$ cat config.mk
export PLATFORM = sky130hd
export DESIGN_NAME = accum_cpu
export DESIGN_NICKNAME = d
export VERILOG_FILES = /design/src/hdl/cpu_isa_pkg.sv /design/src/hdl/cpu_ctrl_pkg.sv /design/src/hdl/program_ram.sv /design/src/hdl/address_unit.sv /design/src/hdl/accumulator_alu.sv /design/src/hdl/controller.sv /design/src/hdl/output_port.sv /design/src/hdl/accum_cpu.sv
export SDC_FILE = /design/constraint.sdc
export NUM_CORES = 2
export LEC_CHECK = 0
export BUFFER_PORTS_ARGS = -buffer_cell sky130_fd_sc_hd__buf_2
export CORE_MARGIN = 2
export CORE_UTILIZATION = 35
export DETAILED_ROUTE_END_ITERATION = 7
export PLACE_DENSITY = 0.52
export SLEW_MARGIN = 10
export SYNTH_ARGS = -nofsm -noshare
export SYNTH_HDL_FRONTEND = slang
export SYNTH_MEMORY_MAX_BITS = 65536
export SYNTH_SLANG_ARGS = --single-unit
$ cat constraint.sdc
create_clock -name clk -period 20.9 [get_ports clk]
set_input_delay 2.09 -clock clk [delete_from_list [all_inputs] [get_ports clk]]
set_output_delay 2.09 -clock clk [all_outputs]
set_load 0.01 [all_outputs]
$ cat src/hdl/cpu_isa_pkg.sv
// cpu isa package: word and address types, opcodes, instruction layout and program load
package cpu_isa_pkg;

    localparam int WORD_W = 16;
    localparam int ADDR_W = 8;
    localparam int MEM_DEPTH = 2 ** ADDR_W;

    typedef logic [WORD_W-1:0] word_t;
    typedef logic [ADDR_W-1:0] addr_t;

    // 7 and F are unused and execute as no-ops
    typedef enum logic [3:0] {
        OP_NOARG = 4'h0,
        OP_LDW   = 4'h1,
        OP_STW   = 4'h2,
        OP_ADD   = 4'h3,
        OP_ADC   = 4'h4,
        OP_SUB   = 4'h5,
        OP_SBB   = 4'h6,
        OP_AND   = 4'h8,
        OP_OR    = 4'h9,
        OP_XOR   = 4'hA,
        OP_JMP   = 4'hB,
        OP_JPZ   = 4'hC,
        OP_JPC   = 4'hD,
        OP_JPS   = 4'hE
    } opcode_e;

    typedef enum logic [3:0] {
        NA_NOP = 4'h0,
        NA_INC = 4'h1,
        NA_DEC = 4'h2,
        NA_NOT = 4'h5,
        NA_COM = 4'h6,
        NA_MWO = 4'h9,
        NA_MIW = 4'hA,
        NA_CLW = 4'hB,
        NA_CLO = 4'hC
    } noarg_e;

    // bit group codes within a no-argument word
    localparam logic [2:0] BITGRP_NONE = 3'b000;
    localparam logic [2:0] BITGRP_BOS  = 3'b100;
    localparam logic [2:0] BITGRP_BOC  = 3'b101;

    typedef struct packed {
        opcode_e    opcode;
        logic [1:0] stack;
        logic [2:0] spare;
        logic [2:0] bit_grp;
        logic [3:0] low;
    } instr_t;

    typedef struct packed {
        logic  en;
        addr_t addr;
        word_t data;
    } prog_write_t;

    // memory-operand opcodes take a second, execute cycle
    function automatic logic needs_operand(opcode_e op);
        case (op)
            OP_LDW, OP_STW, OP_ADD, OP_ADC, OP_SUB, OP_SBB,
            OP_AND, OP_OR, OP_XOR: return 1'b1;
            default:               return 1'b0;
        endcase
    endfunction

endpackage

$ cat src/hdl/cpu_ctrl_pkg.sv
// cpu control package: control word, alu and output operations, status flags
package cpu_ctrl_pkg;

    typedef enum logic [3:0] {
        ALU_NONE,
        ALU_INC,
        ALU_DEC,
        ALU_NOT,
        ALU_COM,
        ALU_ADD,
        ALU_ADC,
        ALU_SUB,
        ALU_SBB,
        ALU_AND,
        ALU_OR,
        ALU_XOR,
        ALU_CLR,
        ALU_IN_LOAD
    } alu_op_e;

    typedef enum logic [2:0] {
        OUT_NONE,
        OUT_MOVE,
        OUT_CLEAR_ALL,
        OUT_SET_BIT,
        OUT_CLEAR_BIT
    } out_op_e;

    typedef struct packed {
        logic z;
        logic c;
        logic s;
    } flags_t;

    typedef struct packed {
        logic    ir_load;
        logic    pc_inc;
        logic    pc_load;
        logic    mar_inc;
        logic    mar_load_arg;
        logic    mar_load_pc;
        logic    a_load;
        logic    ram_write;
        alu_op_e alu_op;
        out_op_e out_op;
    } ctrl_word_t;

    // all strobes low, no alu or output operation
    localparam ctrl_word_t CTRL_IDLE = '0;

endpackage

$ cat src/hdl/program_ram.sv
// program ram: word memory with asynchronous read, cpu write and program-load write
`timescale 1ns/1ps

module program_ram (
    input  logic                     clk,
    input  logic                     reset,
    input  cpu_isa_pkg::prog_write_t prog,
    input  cpu_isa_pkg::addr_t       addr,
    input  logic                     write,
    input  cpu_isa_pkg::word_t       wdata,
    output cpu_isa_pkg::word_t       rdata
);
    import cpu_isa_pkg::*;

    word_t mem [MEM_DEPTH];

    // program load wins over a cpu store
    always_ff @(posedge clk) begin
        if (prog.en) begin
            mem[prog.addr] <= prog.data;
        end else if (write && !reset) begin
            mem[addr] <= wdata;
        end
    end

    assign rdata = mem[addr];

    // loader may only write while the cpu is held
    prog_only_in_reset: assert property (@(posedge clk) prog.en |-> reset)
        else $error("program-load write with reset low");

endmodule

$ cat src/hdl/address_unit.sv
// address unit: program counter and memory address register for fetch and operand access
`timescale 1ns/1ps

module address_unit (
    input  logic                     clk,
    input  logic                     reset,
    input  cpu_ctrl_pkg::ctrl_word_t ctrl,
    input  cpu_isa_pkg::word_t       rdata,
    output cpu_isa_pkg::addr_t       mem_addr
);
    import cpu_isa_pkg::*;
    import cpu_ctrl_pkg::*;

    addr_t pc;
    addr_t mar;
    addr_t arg;

    // argument of the word currently on the read port
    assign arg = rdata[ADDR_W-1:0];

    always_ff @(posedge clk) begin
        if (reset) begin
            pc <= '0;
        end else if (ctrl.pc_load) begin
            pc <= arg;
        end else if (ctrl.pc_inc) begin
            pc <= pc + addr_t'(1);
        end
    end

    always_ff @(posedge clk) begin
        if (reset) begin
            mar <= '0;
        end else if (ctrl.mar_load_arg) begin
            mar <= arg;
        end else if (ctrl.mar_load_pc) begin
            // back to the next instruction after an operand cycle
            mar <= pc;
        end else if (ctrl.mar_inc) begin
            mar <= mar + addr_t'(1);
        end
    end

    assign mem_addr = mar;

    mar_single_source: assert property (@(posedge clk) disable iff (reset)
        $onehot0({ctrl.mar_load_arg, ctrl.mar_load_pc, ctrl.mar_inc}))
        else $error("more than one mar source active");

endmodule

$ cat src/hdl/accumulator_alu.sv
// accumulator alu: A register, carry flag, arithmetic and logic operations, status flags
`timescale 1ns/1ps

module accumulator_alu (
    input  logic                     clk,
    input  logic                     reset,
    input  cpu_ctrl_pkg::ctrl_word_t ctrl,
    input  cpu_isa_pkg::word_t       rdata,
    input  cpu_isa_pkg::word_t       in,
    output cpu_isa_pkg::word_t       a,
    output cpu_ctrl_pkg::flags_t     flags
);
    import cpu_isa_pkg::*;
    import cpu_ctrl_pkg::*;

    word_t             a_q;
    logic              carry;
    word_t             a_next;
    logic              c_next;
    logic [WORD_W:0]   a_ext;
    logic [WORD_W:0]   b_ext;
    logic [WORD_W:0]   cin_ext;
    word_t             cin_w;

    // 17-bit views for carry-out and borrow compares
    assign a_ext   = {1'b0, a_q};
    assign b_ext   = {1'b0, rdata};
    assign cin_ext = {{WORD_W{1'b0}}, carry};
    assign cin_w   = {{(WORD_W-1){1'b0}}, carry};

    always_comb begin
        a_next = a_q;
        c_next = carry;
        case (ctrl.alu_op)
            ALU_INC:     {c_next, a_next} = a_ext + {{WORD_W{1'b0}}, 1'b1};
            ALU_DEC: begin
                c_next = (a_q == '0);
                a_next = a_q - word_t'(1);
            end
            ALU_NOT:     a_next = ~a_q;
            ALU_COM:     a_next = ~a_q + word_t'(1);
            ALU_ADD:     {c_next, a_next} = a_ext + b_ext;
            ALU_ADC:     {c_next, a_next} = a_ext + b_ext + cin_ext;
            ALU_SUB: begin
                c_next = (a_q < rdata);
                a_next = a_q - rdata;
            end
            ALU_SBB: begin
                // borrow compare needs the 17th bit when rdata is all ones
                c_next = (a_ext < (b_ext + cin_ext));
                a_next = a_q - rdata - cin_w;
            end
            ALU_AND:     a_next = a_q & rdata;
            ALU_OR:      a_next = a_q | rdata;
            ALU_XOR:     a_next = a_q ^ rdata;
            ALU_CLR:     a_next = '0;
            ALU_IN_LOAD: a_next = in;
            default: ;
        endcase
    end

    always_ff @(posedge clk) begin
        if (reset) begin
            a_q   <= '0;
            carry <= 1'b0;
        end else if (ctrl.a_load) begin
            a_q <= rdata;
        end else begin
            a_q   <= a_next;
            carry <= c_next;
        end
    end

    assign a       = a_q;
    assign flags.z = (a_q == '0);
    assign flags.c = carry;
    assign flags.s = a_q[WORD_W-1];

endmodule

$ cat src/hdl/controller.sv
// controller: fetch/execute sequencer and instruction decoder driving the control word
`timescale 1ns/1ps

module controller (
    input  logic                     clk,
    input  logic                     reset,
    input  cpu_isa_pkg::word_t       rdata,
    input  cpu_ctrl_pkg::flags_t     flags,
    output cpu_ctrl_pkg::ctrl_word_t ctrl
);
    import cpu_isa_pkg::*;
    import cpu_ctrl_pkg::*;

    logic   exec_stage;
    instr_t ir;
    instr_t fetch_ins;
    logic   jump_taken;

    assign fetch_ins = instr_t'(rdata);

    always_comb begin
        case (fetch_ins.opcode)
            OP_JMP:  jump_taken = 1'b1;
            OP_JPZ:  jump_taken = flags.z;
            OP_JPC:  jump_taken = flags.c;
            OP_JPS:  jump_taken = flags.s;
            default: jump_taken = 1'b0;
        endcase
    end

    always_comb begin
        ctrl = CTRL_IDLE;
        if (!exec_stage) begin
            if (needs_operand(fetch_ins.opcode)) begin
                ctrl.ir_load      = 1'b1;
                ctrl.pc_inc       = 1'b1;
                ctrl.mar_load_arg = 1'b1;
            end else if (jump_taken) begin
                ctrl.pc_load      = 1'b1;
                ctrl.mar_load_arg = 1'b1;
            end else begin
                ctrl.pc_inc  = 1'b1;
                ctrl.mar_inc = 1'b1;
                // nonzero stack field means a no-op
                if (fetch_ins.opcode == OP_NOARG && fetch_ins.stack == 2'b00) begin
                    case (fetch_ins.bit_grp)
                        BITGRP_BOS: ctrl.out_op = OUT_SET_BIT;
                        BITGRP_BOC: ctrl.out_op = OUT_CLEAR_BIT;
                        BITGRP_NONE: begin
                            case (fetch_ins.low)
                                NA_INC:  ctrl.alu_op = ALU_INC;
                                NA_DEC:  ctrl.alu_op = ALU_DEC;
                                NA_NOT:  ctrl.alu_op = ALU_NOT;
                                NA_COM:  ctrl.alu_op = ALU_COM;
                                NA_MWO:  ctrl.out_op = OUT_MOVE;
                                NA_MIW:  ctrl.alu_op = ALU_IN_LOAD;
                                NA_CLW:  ctrl.alu_op = ALU_CLR;
                                NA_CLO:  ctrl.out_op = OUT_CLEAR_ALL;
                                default: ;
                            endcase
                        end
                        default: ;
                    endcase
                end
            end
        end else begin
            // operand cycle, memory sits at MAR
            ctrl.mar_load_pc = 1'b1;
            case (ir.opcode)
                OP_LDW:  ctrl.a_load    = 1'b1;
                OP_STW:  ctrl.ram_write = 1'b1;
                OP_ADD:  ctrl.alu_op    = ALU_ADD;
                OP_ADC:  ctrl.alu_op    = ALU_ADC;
                OP_SUB:  ctrl.alu_op    = ALU_SUB;
                OP_SBB:  ctrl.alu_op    = ALU_SBB;
                OP_AND:  ctrl.alu_op    = ALU_AND;
                OP_OR:   ctrl.alu_op    = ALU_OR;
                OP_XOR:  ctrl.alu_op    = ALU_XOR;
                default: ;
            endcase
        end
    end

    // ir_load is only raised in fetch, so this alternates
    always_ff @(posedge clk) begin
        if (reset) begin
            exec_stage <= 1'b0;
        end else begin
            exec_stage <= ctrl.ir_load;
        end
    end

    always_ff @(posedge clk) begin
        if (ctrl.ir_load) begin
            ir <= fetch_ins;
        end
    end

    exec_has_operand_op: assert property (@(posedge clk) disable iff (reset)
        exec_stage |-> needs_operand(ir.opcode))
        else $error("execute stage with a one-cycle opcode in IR");

endmodule

$ cat src/hdl/output_port.sv
// output port: output register with move, clear-all, bit-set and bit-clear
`timescale 1ns/1ps

module output_port (
    input  logic                     clk,
    input  logic                     reset,
    input  cpu_ctrl_pkg::ctrl_word_t ctrl,
    input  cpu_isa_pkg::word_t       rdata,
    input  cpu_isa_pkg::word_t       a,
    output cpu_isa_pkg::word_t       out
);
    import cpu_isa_pkg::*;
    import cpu_ctrl_pkg::*;

    instr_t ins;

    // bit number comes from the instruction being fetched
    assign ins = instr_t'(rdata);

    always_ff @(posedge clk) begin
        if (reset) begin
            out <= '0;
        end else begin
            case (ctrl.out_op)
                OUT_MOVE:      out <= a;
                OUT_CLEAR_ALL: out <= '0;
                OUT_SET_BIT:   out[ins.low] <= 1'b1;
                OUT_CLEAR_BIT: out[ins.low] <= 1'b0;
                default: ;
            endcase
        end
    end

endmodule

$ cat src/hdl/accum_cpu.sv
// accum cpu top: memory, address unit, controller, accumulator and output port
`timescale 1ns/1ps

module accum_cpu (
    input  logic                     clk,
    input  logic                     reset,
    input  cpu_isa_pkg::word_t       in,
    input  cpu_isa_pkg::prog_write_t prog,
    output cpu_isa_pkg::word_t       out
);
    import cpu_isa_pkg::*;
    import cpu_ctrl_pkg::*;

    ctrl_word_t ctrl;
    flags_t     flags;
    word_t      rdata;
    word_t      a;
    addr_t      mem_addr;

    program_ram u_ram (
        .clk   (clk),
        .reset (reset),
        .prog  (prog),
        .addr  (mem_addr),
        .write (ctrl.ram_write),
        .wdata (a),
        .rdata (rdata)
    );

    address_unit u_addr (
        .clk      (clk),
        .reset    (reset),
        .ctrl     (ctrl),
        .rdata    (rdata),
        .mem_addr (mem_addr)
    );

    controller u_ctrl (
        .clk   (clk),
        .reset (reset),
        .rdata (rdata),
        .flags (flags),
        .ctrl  (ctrl)
    );

    accumulator_alu u_acc (
        .clk   (clk),
        .reset (reset),
        .ctrl  (ctrl),
        .rdata (rdata),
        .in    (in),
        .a     (a),
        .flags (flags)
    );

    output_port u_out (
        .clk   (clk),
        .reset (reset),
        .ctrl  (ctrl),
        .rdata (rdata),
        .a     (a),
        .out   (out)
    );

endmodule

# Word level (Yosys, flattened, before mapping)
# Memories as Yosys holds them, arrays and structs flattened. A register that Yosys moved wholly into a read port is not among the register bits.
# Cells that the tools add are included.
# totals
n_memories	2
latchBits	0
mem_bits_ro	16
ramBits	4096
inputBits	43
out_inout_bits	16
register_bits	54
# op_classes
addsub	10
shifts	0
bitwise_logic	8
reduce_logical	15
div	0
magnitude_cmp	4
mul	0
muxes	43
eq_ne	40
# memory_table
name	words	word_bits	rd	rd_ports_with_merged_regs	write_ports	line_no	text
u_ram.mem	256	16	1	1	1	program_ram.sv:15	word_t mem [MEM_DEPTH];
(no name shown)	16	1	1	0	0	cpu_isa_pkg.sv:62	case (op)
# ops
operator	n
$pmux 16 s13	1
$eq 4x4->1 const B	17
$mux 8	8
$pmux 16 s4	1
$eq 4x3->1 const B	9
$and 16x16->16	2
$mux 16	2
$not 16->16	2
$or 16x16->16	2
$pmux 4 s7	1
$pmux 4 s6	1
$mux 7	3
$eq 4x2->1 const B	5
$add 16x1->17	1
$add 16x1->17 const B	1
$add 16x16->17	1
$add 17x1->17	1
$lt 16x17->1	1
$add 16x1->16 const B	1
$add 8x1->8 const B	2
$logic_not 16->1	1
$lt 16x16->1	1
$reduce_or 16->1	1
$sub 16x1->16	1
other kinds (31)	54

# Depth between registers and ports, before layout
# logic_depth
depth_word	10
ltp_mapped	32
depth_no_buf	24

# Modules after synthesis
# A second synthesis with hierarchy kept.
# hier_totals
hier_cells	8972
area_unflattened_um2	168183.8
# modules_own_cells
mod	seq_area_each_um2	n_inst	area_per_inst_um2	cells_per_inst
program_ram	122998.0	1	159260.2	7790
accumulator_alu	340.3	1	6192.2	868
output_port	320.3	1	1148.6	127
address_unit	320.3	1	991.0	116
controller	140.1	1	591.8	71

# Worst setup path before layout
# No wires, ideal clock.
# synth_path
path_type	input to register
start	input port reset
end	memory u_ram.mem[0][0] (netlist name), data pin
arrival_time_ns	13.600
n_path_buf	5
slack_ns	5.112
setup_time_ns	2.188
stages	8
path_cell_list	clkbuf_1 or4_1 clkbuf_1 or2_2 clkbuf_1 clkbuf_1 clkbuf_1 o21ai_0
# synth_between
elab_chain_len	7
# synth_lines
element	line_no	text
start, declared	accum_cpu.sv:6	input logic reset,
$logic_not 1->1	program_ram.sv:21	end else if (write && !reset) begin
$logic_and 1x1->1	program_ram.sv:21	
$mux 1	program_ram.sv:21	
$mux 1	program_ram.sv:19	if (prog.en) begin
$mux 1 (implied by the code)	program_ram.sv:22	mem[addr] <= wdata;
$reduce_or 16->1 (no source line)	--	
$mux 16 (no source line)	--	
end, declared	program_ram.sv:15	
# No other way between the ends.

==> summary by stage <==
Critical path
Among cell families on the critical path, the largest total delay comes from buffers and inverters. The class of the most critical setup path is register to register. The most frequent cell on the critical path is sky130_fd_sc_hd__buf_4.

Data on the critical path arrives at its endpoint at 12.12 ns. The critical path startpoint category is a register. Across all register-to-register paths, the minimum setup slack is 9.67 ns. The top fanout value on the critical path is 39. The highest-delay cell along the critical path is sky130_fd_sc_hd__a2111oi_0.

STA puts the critical path data required time at 21.79 ns. The category of the worst setup path capture point is a register. Together, buffers and inverters on the worst path number 6. For this run, the slowest stage of the critical path takes 0.96 ns.

Clock tree
In this run the deepest clock path goes through 4 buffers. For this design, the CTS-stage hold fixing added 0 buffers. The tree is rooted in a sky130_fd_sc_hd__clkbuf_16.

The clock slew at the register clock pins of the worst setup and hold paths is 0.06 ns. The H-tree generated during clock tree synthesis spans 5 levels. Buffers inserted during clock tree synthesis total 424. The latest clock arrival within the worst-skew pair is 1.04 ns. The number of setup buffers added after CTS is 0. The tree built by TritonCTS fans out to 4158 sinks. TritonCTS built the clock tree. The post-cts gate resize count is 0.

Timing
Setup violations remaining at the end of the flow were counted as 0. Setup repair after global routing left no endpoint under its margin. The total count of hold-check failures in the final report is 0.

The max-slew violation count is 0. Once routing completed, OpenROAD measured the worst setup slack at 9.67 ns. The total negative slack for setup checks is 0 ns. At the pin with the least slew margin, the transition time is 1.43 ns. The final critical path takes up 53.8% of the cycle. The time the worst path needs with I/O delays and setup is 11.23 ns.

The clock arrives with 0.0958 ns of skew. In this run the tightest slew margin relative to its limit is 4.83%. Derived from the worst setup path, the maximum achievable clock frequency is 0.0890 GHz.

Drt
For this run, the detailed router's first-pass iteration total came to 6. The number of vias after detailed routing is 89.2k. In the routed design, unresolved DRC markers number 0. After detailed routing, the number of vias per cell comes to 5.77. The violation count after the first detailed-routing iteration is 11.6k. For this block, the routed nets add up to 542 mm of wire. The number of nets with antenna violations after detailed routing is 0. After detailed routing, the average wire length per cell comes to 35.1 um.

Yosys
The cell with the most instances after synthesis is sky130_fd_sc_hd__edfxtp_1. The commonest register cell after synthesis is sky130_fd_sc_hd__edfxtp_1. After synthesis, the cell types taking the most area are sky130_fd_sc_hd__edfxtp_1, sky130_fd_sc_hd__mux4_2, sky130_fd_sc_hd__mux2i_1. During synthesis, Yosys emitted a total of 0 warnings. In this run, synthesis inferred 4100 flip-flops with an integrated enable. Synthesis produced a netlist whose cell count is 8378. The sequential share of the synthesized area is 74.8%. Summed over its instances, the top area cell type makes up 74.1% of the synthesized netlist area. By count the netlist is led by sky130_fd_sc_hd__edfxtp_1, sky130_fd_sc_hd__mux4_2, sky130_fd_sc_hd__nor2_1. The number of flip-flops and latches in the synthesized netlist is 4158. Averaged over all synthesized cells, the footprint is 19.8 sq um. The cell type with the highest aggregate area in the netlist is sky130_fd_sc_hd__edfxtp_1.

Counting flops with an async set or reset pin after synthesis yields a share of 0%. The netlist area before placement is 0.166 sq mm. The netlist uses 107 different library cells. The number of nets in the synthesized netlist is 8497.

Floorplanning
Pin placement for this block handled 59 I/O pins. The initialized floorplan defines 253 standard-cell rows. The core region is 0.474 sq mm.

The die covers 0.481 sq mm. Once the floorplan was initialized, standard cells occupied 35.1% of the core. Measured along the y axis, the die boundary spans 693 um.

The die is 693 um wide.

Power
The static leakage is 57.9 nW. Dividing total power by cell area gives a power density of 125 mW/mm^2. The net switching power of the design is 7.98 mW. The internal portion of the total power is 15.7 mW.

The worst IR drop on VDD is 0.0928 mV. The part of the total power dissipated in sequential elements is 39.7%. The switching share of power is 33.8%. Per report_power, the clock group accounts for 30.7% of the total. Combinational logic is responsible for 29.6% of the overall power.

GRT
The first global-routing pass estimated 742 mm of wire. The maximum number of pins on one net before global-route repair is 230. In the global route stage, overall resource usage came out at 22.1%. The global route total overflow is 0. The initial antenna violation count is 45. The via count of the first global-routing pass came to 88.5k.

Place
Timing analysis after detailed placement gives a worst setup slack of 9.59 ns. Routability-driven placement finished with a final weighted congestion of 0.917. The count of buffers inserted at the top-level ports is 58. The number of cells after detailed placement is 14.6k. The wire-length estimate of the detail-placed layout is 336 mm.

Hold path
The origin of the worst min-delay path is u_out.out[12]$_SDFFE_PP0P_. The path class of the lowest-slack min-delay path is register to register.

Run
The number of maximum-capacitance constraint violations is 0.

Finish
The finished layout holds 15.4k standard cells, fillers aside. The fraction of final layout cells sized beyond drive strength 1 is 25.3%. The end-of-flow core utilization is 39.9%. The area growth from synthesis to layout is 13.8%. The final layout net count is 8945.

Run status
The run finished with clean final reports.
[flip-flops by register name (all words and copies together) (netlist names), named ones only]
| signal | cells |
|---|---|
| u_ram.mem | 4096 |
| u_acc.a | 16 |
| u_out.out | 16 |
| u_addr.mem_addr | 8 |
| u_addr.pc | 8 |
| u_ctrl.ir | 4 |
| u_acc.carry | 1 |
| u_ctrl.exec_stage | 1 |
[layer usage]
metal	global-route usage (%)	vias up	wire, um
li1	-	35766	-
met1	30.3	48284	221000
met2	35.3	4314	255000
met3	4.07	784	44600
met4	7.79	14	21400
met5	0	-	85
[final cells by class]
class	instances	area, sq um
Sequential cell	4158	124000
Antenna cell	29	72.6
Timing Repair Buffer	514	3960
Clock buffer	544	11200
Tap cell	6247	7820
Inverter	68	278
Multi-Input combinational cell	3660	39700
Fill cell	41887	285000
Clock inverter	227	1810
[power by group through the flow]
stage / Clock (mW) / Combinational [mW] / Sequential [mW]
after floorplan: 0 / 4.39 / 9.58
after CTS: 7.38 / 6.98 / 9.39
final: 7.26 / 7.00 / 9.39
after global routing: 7.68 / 7.31 / 9.39
after global placement: 0 / 6.96 / 9.56
after detailed placement: 0 / 6.96 / 9.57
[metrics by stage]
step	instance area, sq um	power (mW)	hold WS [ns]
4_1_cts	189000	23.7	0.465
6_report	189000	23.7	0.469
3_3_place_gp	176000	16.5	0.449
2_1_floorplan	166000	14.0	0.472
3_5_place_dp	176000	16.5	0.459
5_1_grt	189000	24.4	0.496
[tightest hold or removal path: cells and delay by family, from the launching register on]
family / cells / cell delay, ns
AOI/OAI and AO/OA: 1 / 0.05
and+or+nand+nor: 1 / 0.05
DFF: 1 / 0.32
[logic make-up (layout without fill, tap and decap cells)]
| family | Yosys count | count (layout) | synth area share (%) |
|---|---|---|---|
| flops | 4158 | 4158 | 74.8 |
| mux | 1248 | 1248 | 14.4 |
| simple gates | 1171 | 1171 | 3.32 |
| compound gates | 1066 | 1066 | 4.45 |
| buf+inv | 560 | 1353 | 1.98 |
| xor+xnor | 99 | 99 | 0.522 |
| fa+ha+maj | 76 | 76 | 0.581 |
| other cells | 0 | 29 | 0 |
[layout by cell type (no fill, tap or decap), drive strengths merged, types with 134 or more instances in the layout]
master,netlist,final
edfxtp,4100,4100
mux4,908,908
clkbuf,211,545
buf,281,513
nor2,441,441
mux2i,305,305
nand2,295,295
a22oi,238,238
a21oi,222,222
clkinv,4,188
o21ai,134,134
[path summary, 6_finish.rpt]
check / to / cells past startpoint
max: u_acc.a[15]$_SDFFE_PP0P_ / 25
min: u_out.out[12]$_SDFFE_PP0P_ / 2
max reg2reg: u_acc.a[15]$_SDFFE_PP0P_ / 25
min reg2reg: u_out.out[12]$_SDFFE_PP0P_ / 2
(Power assumes the default switching activity.)
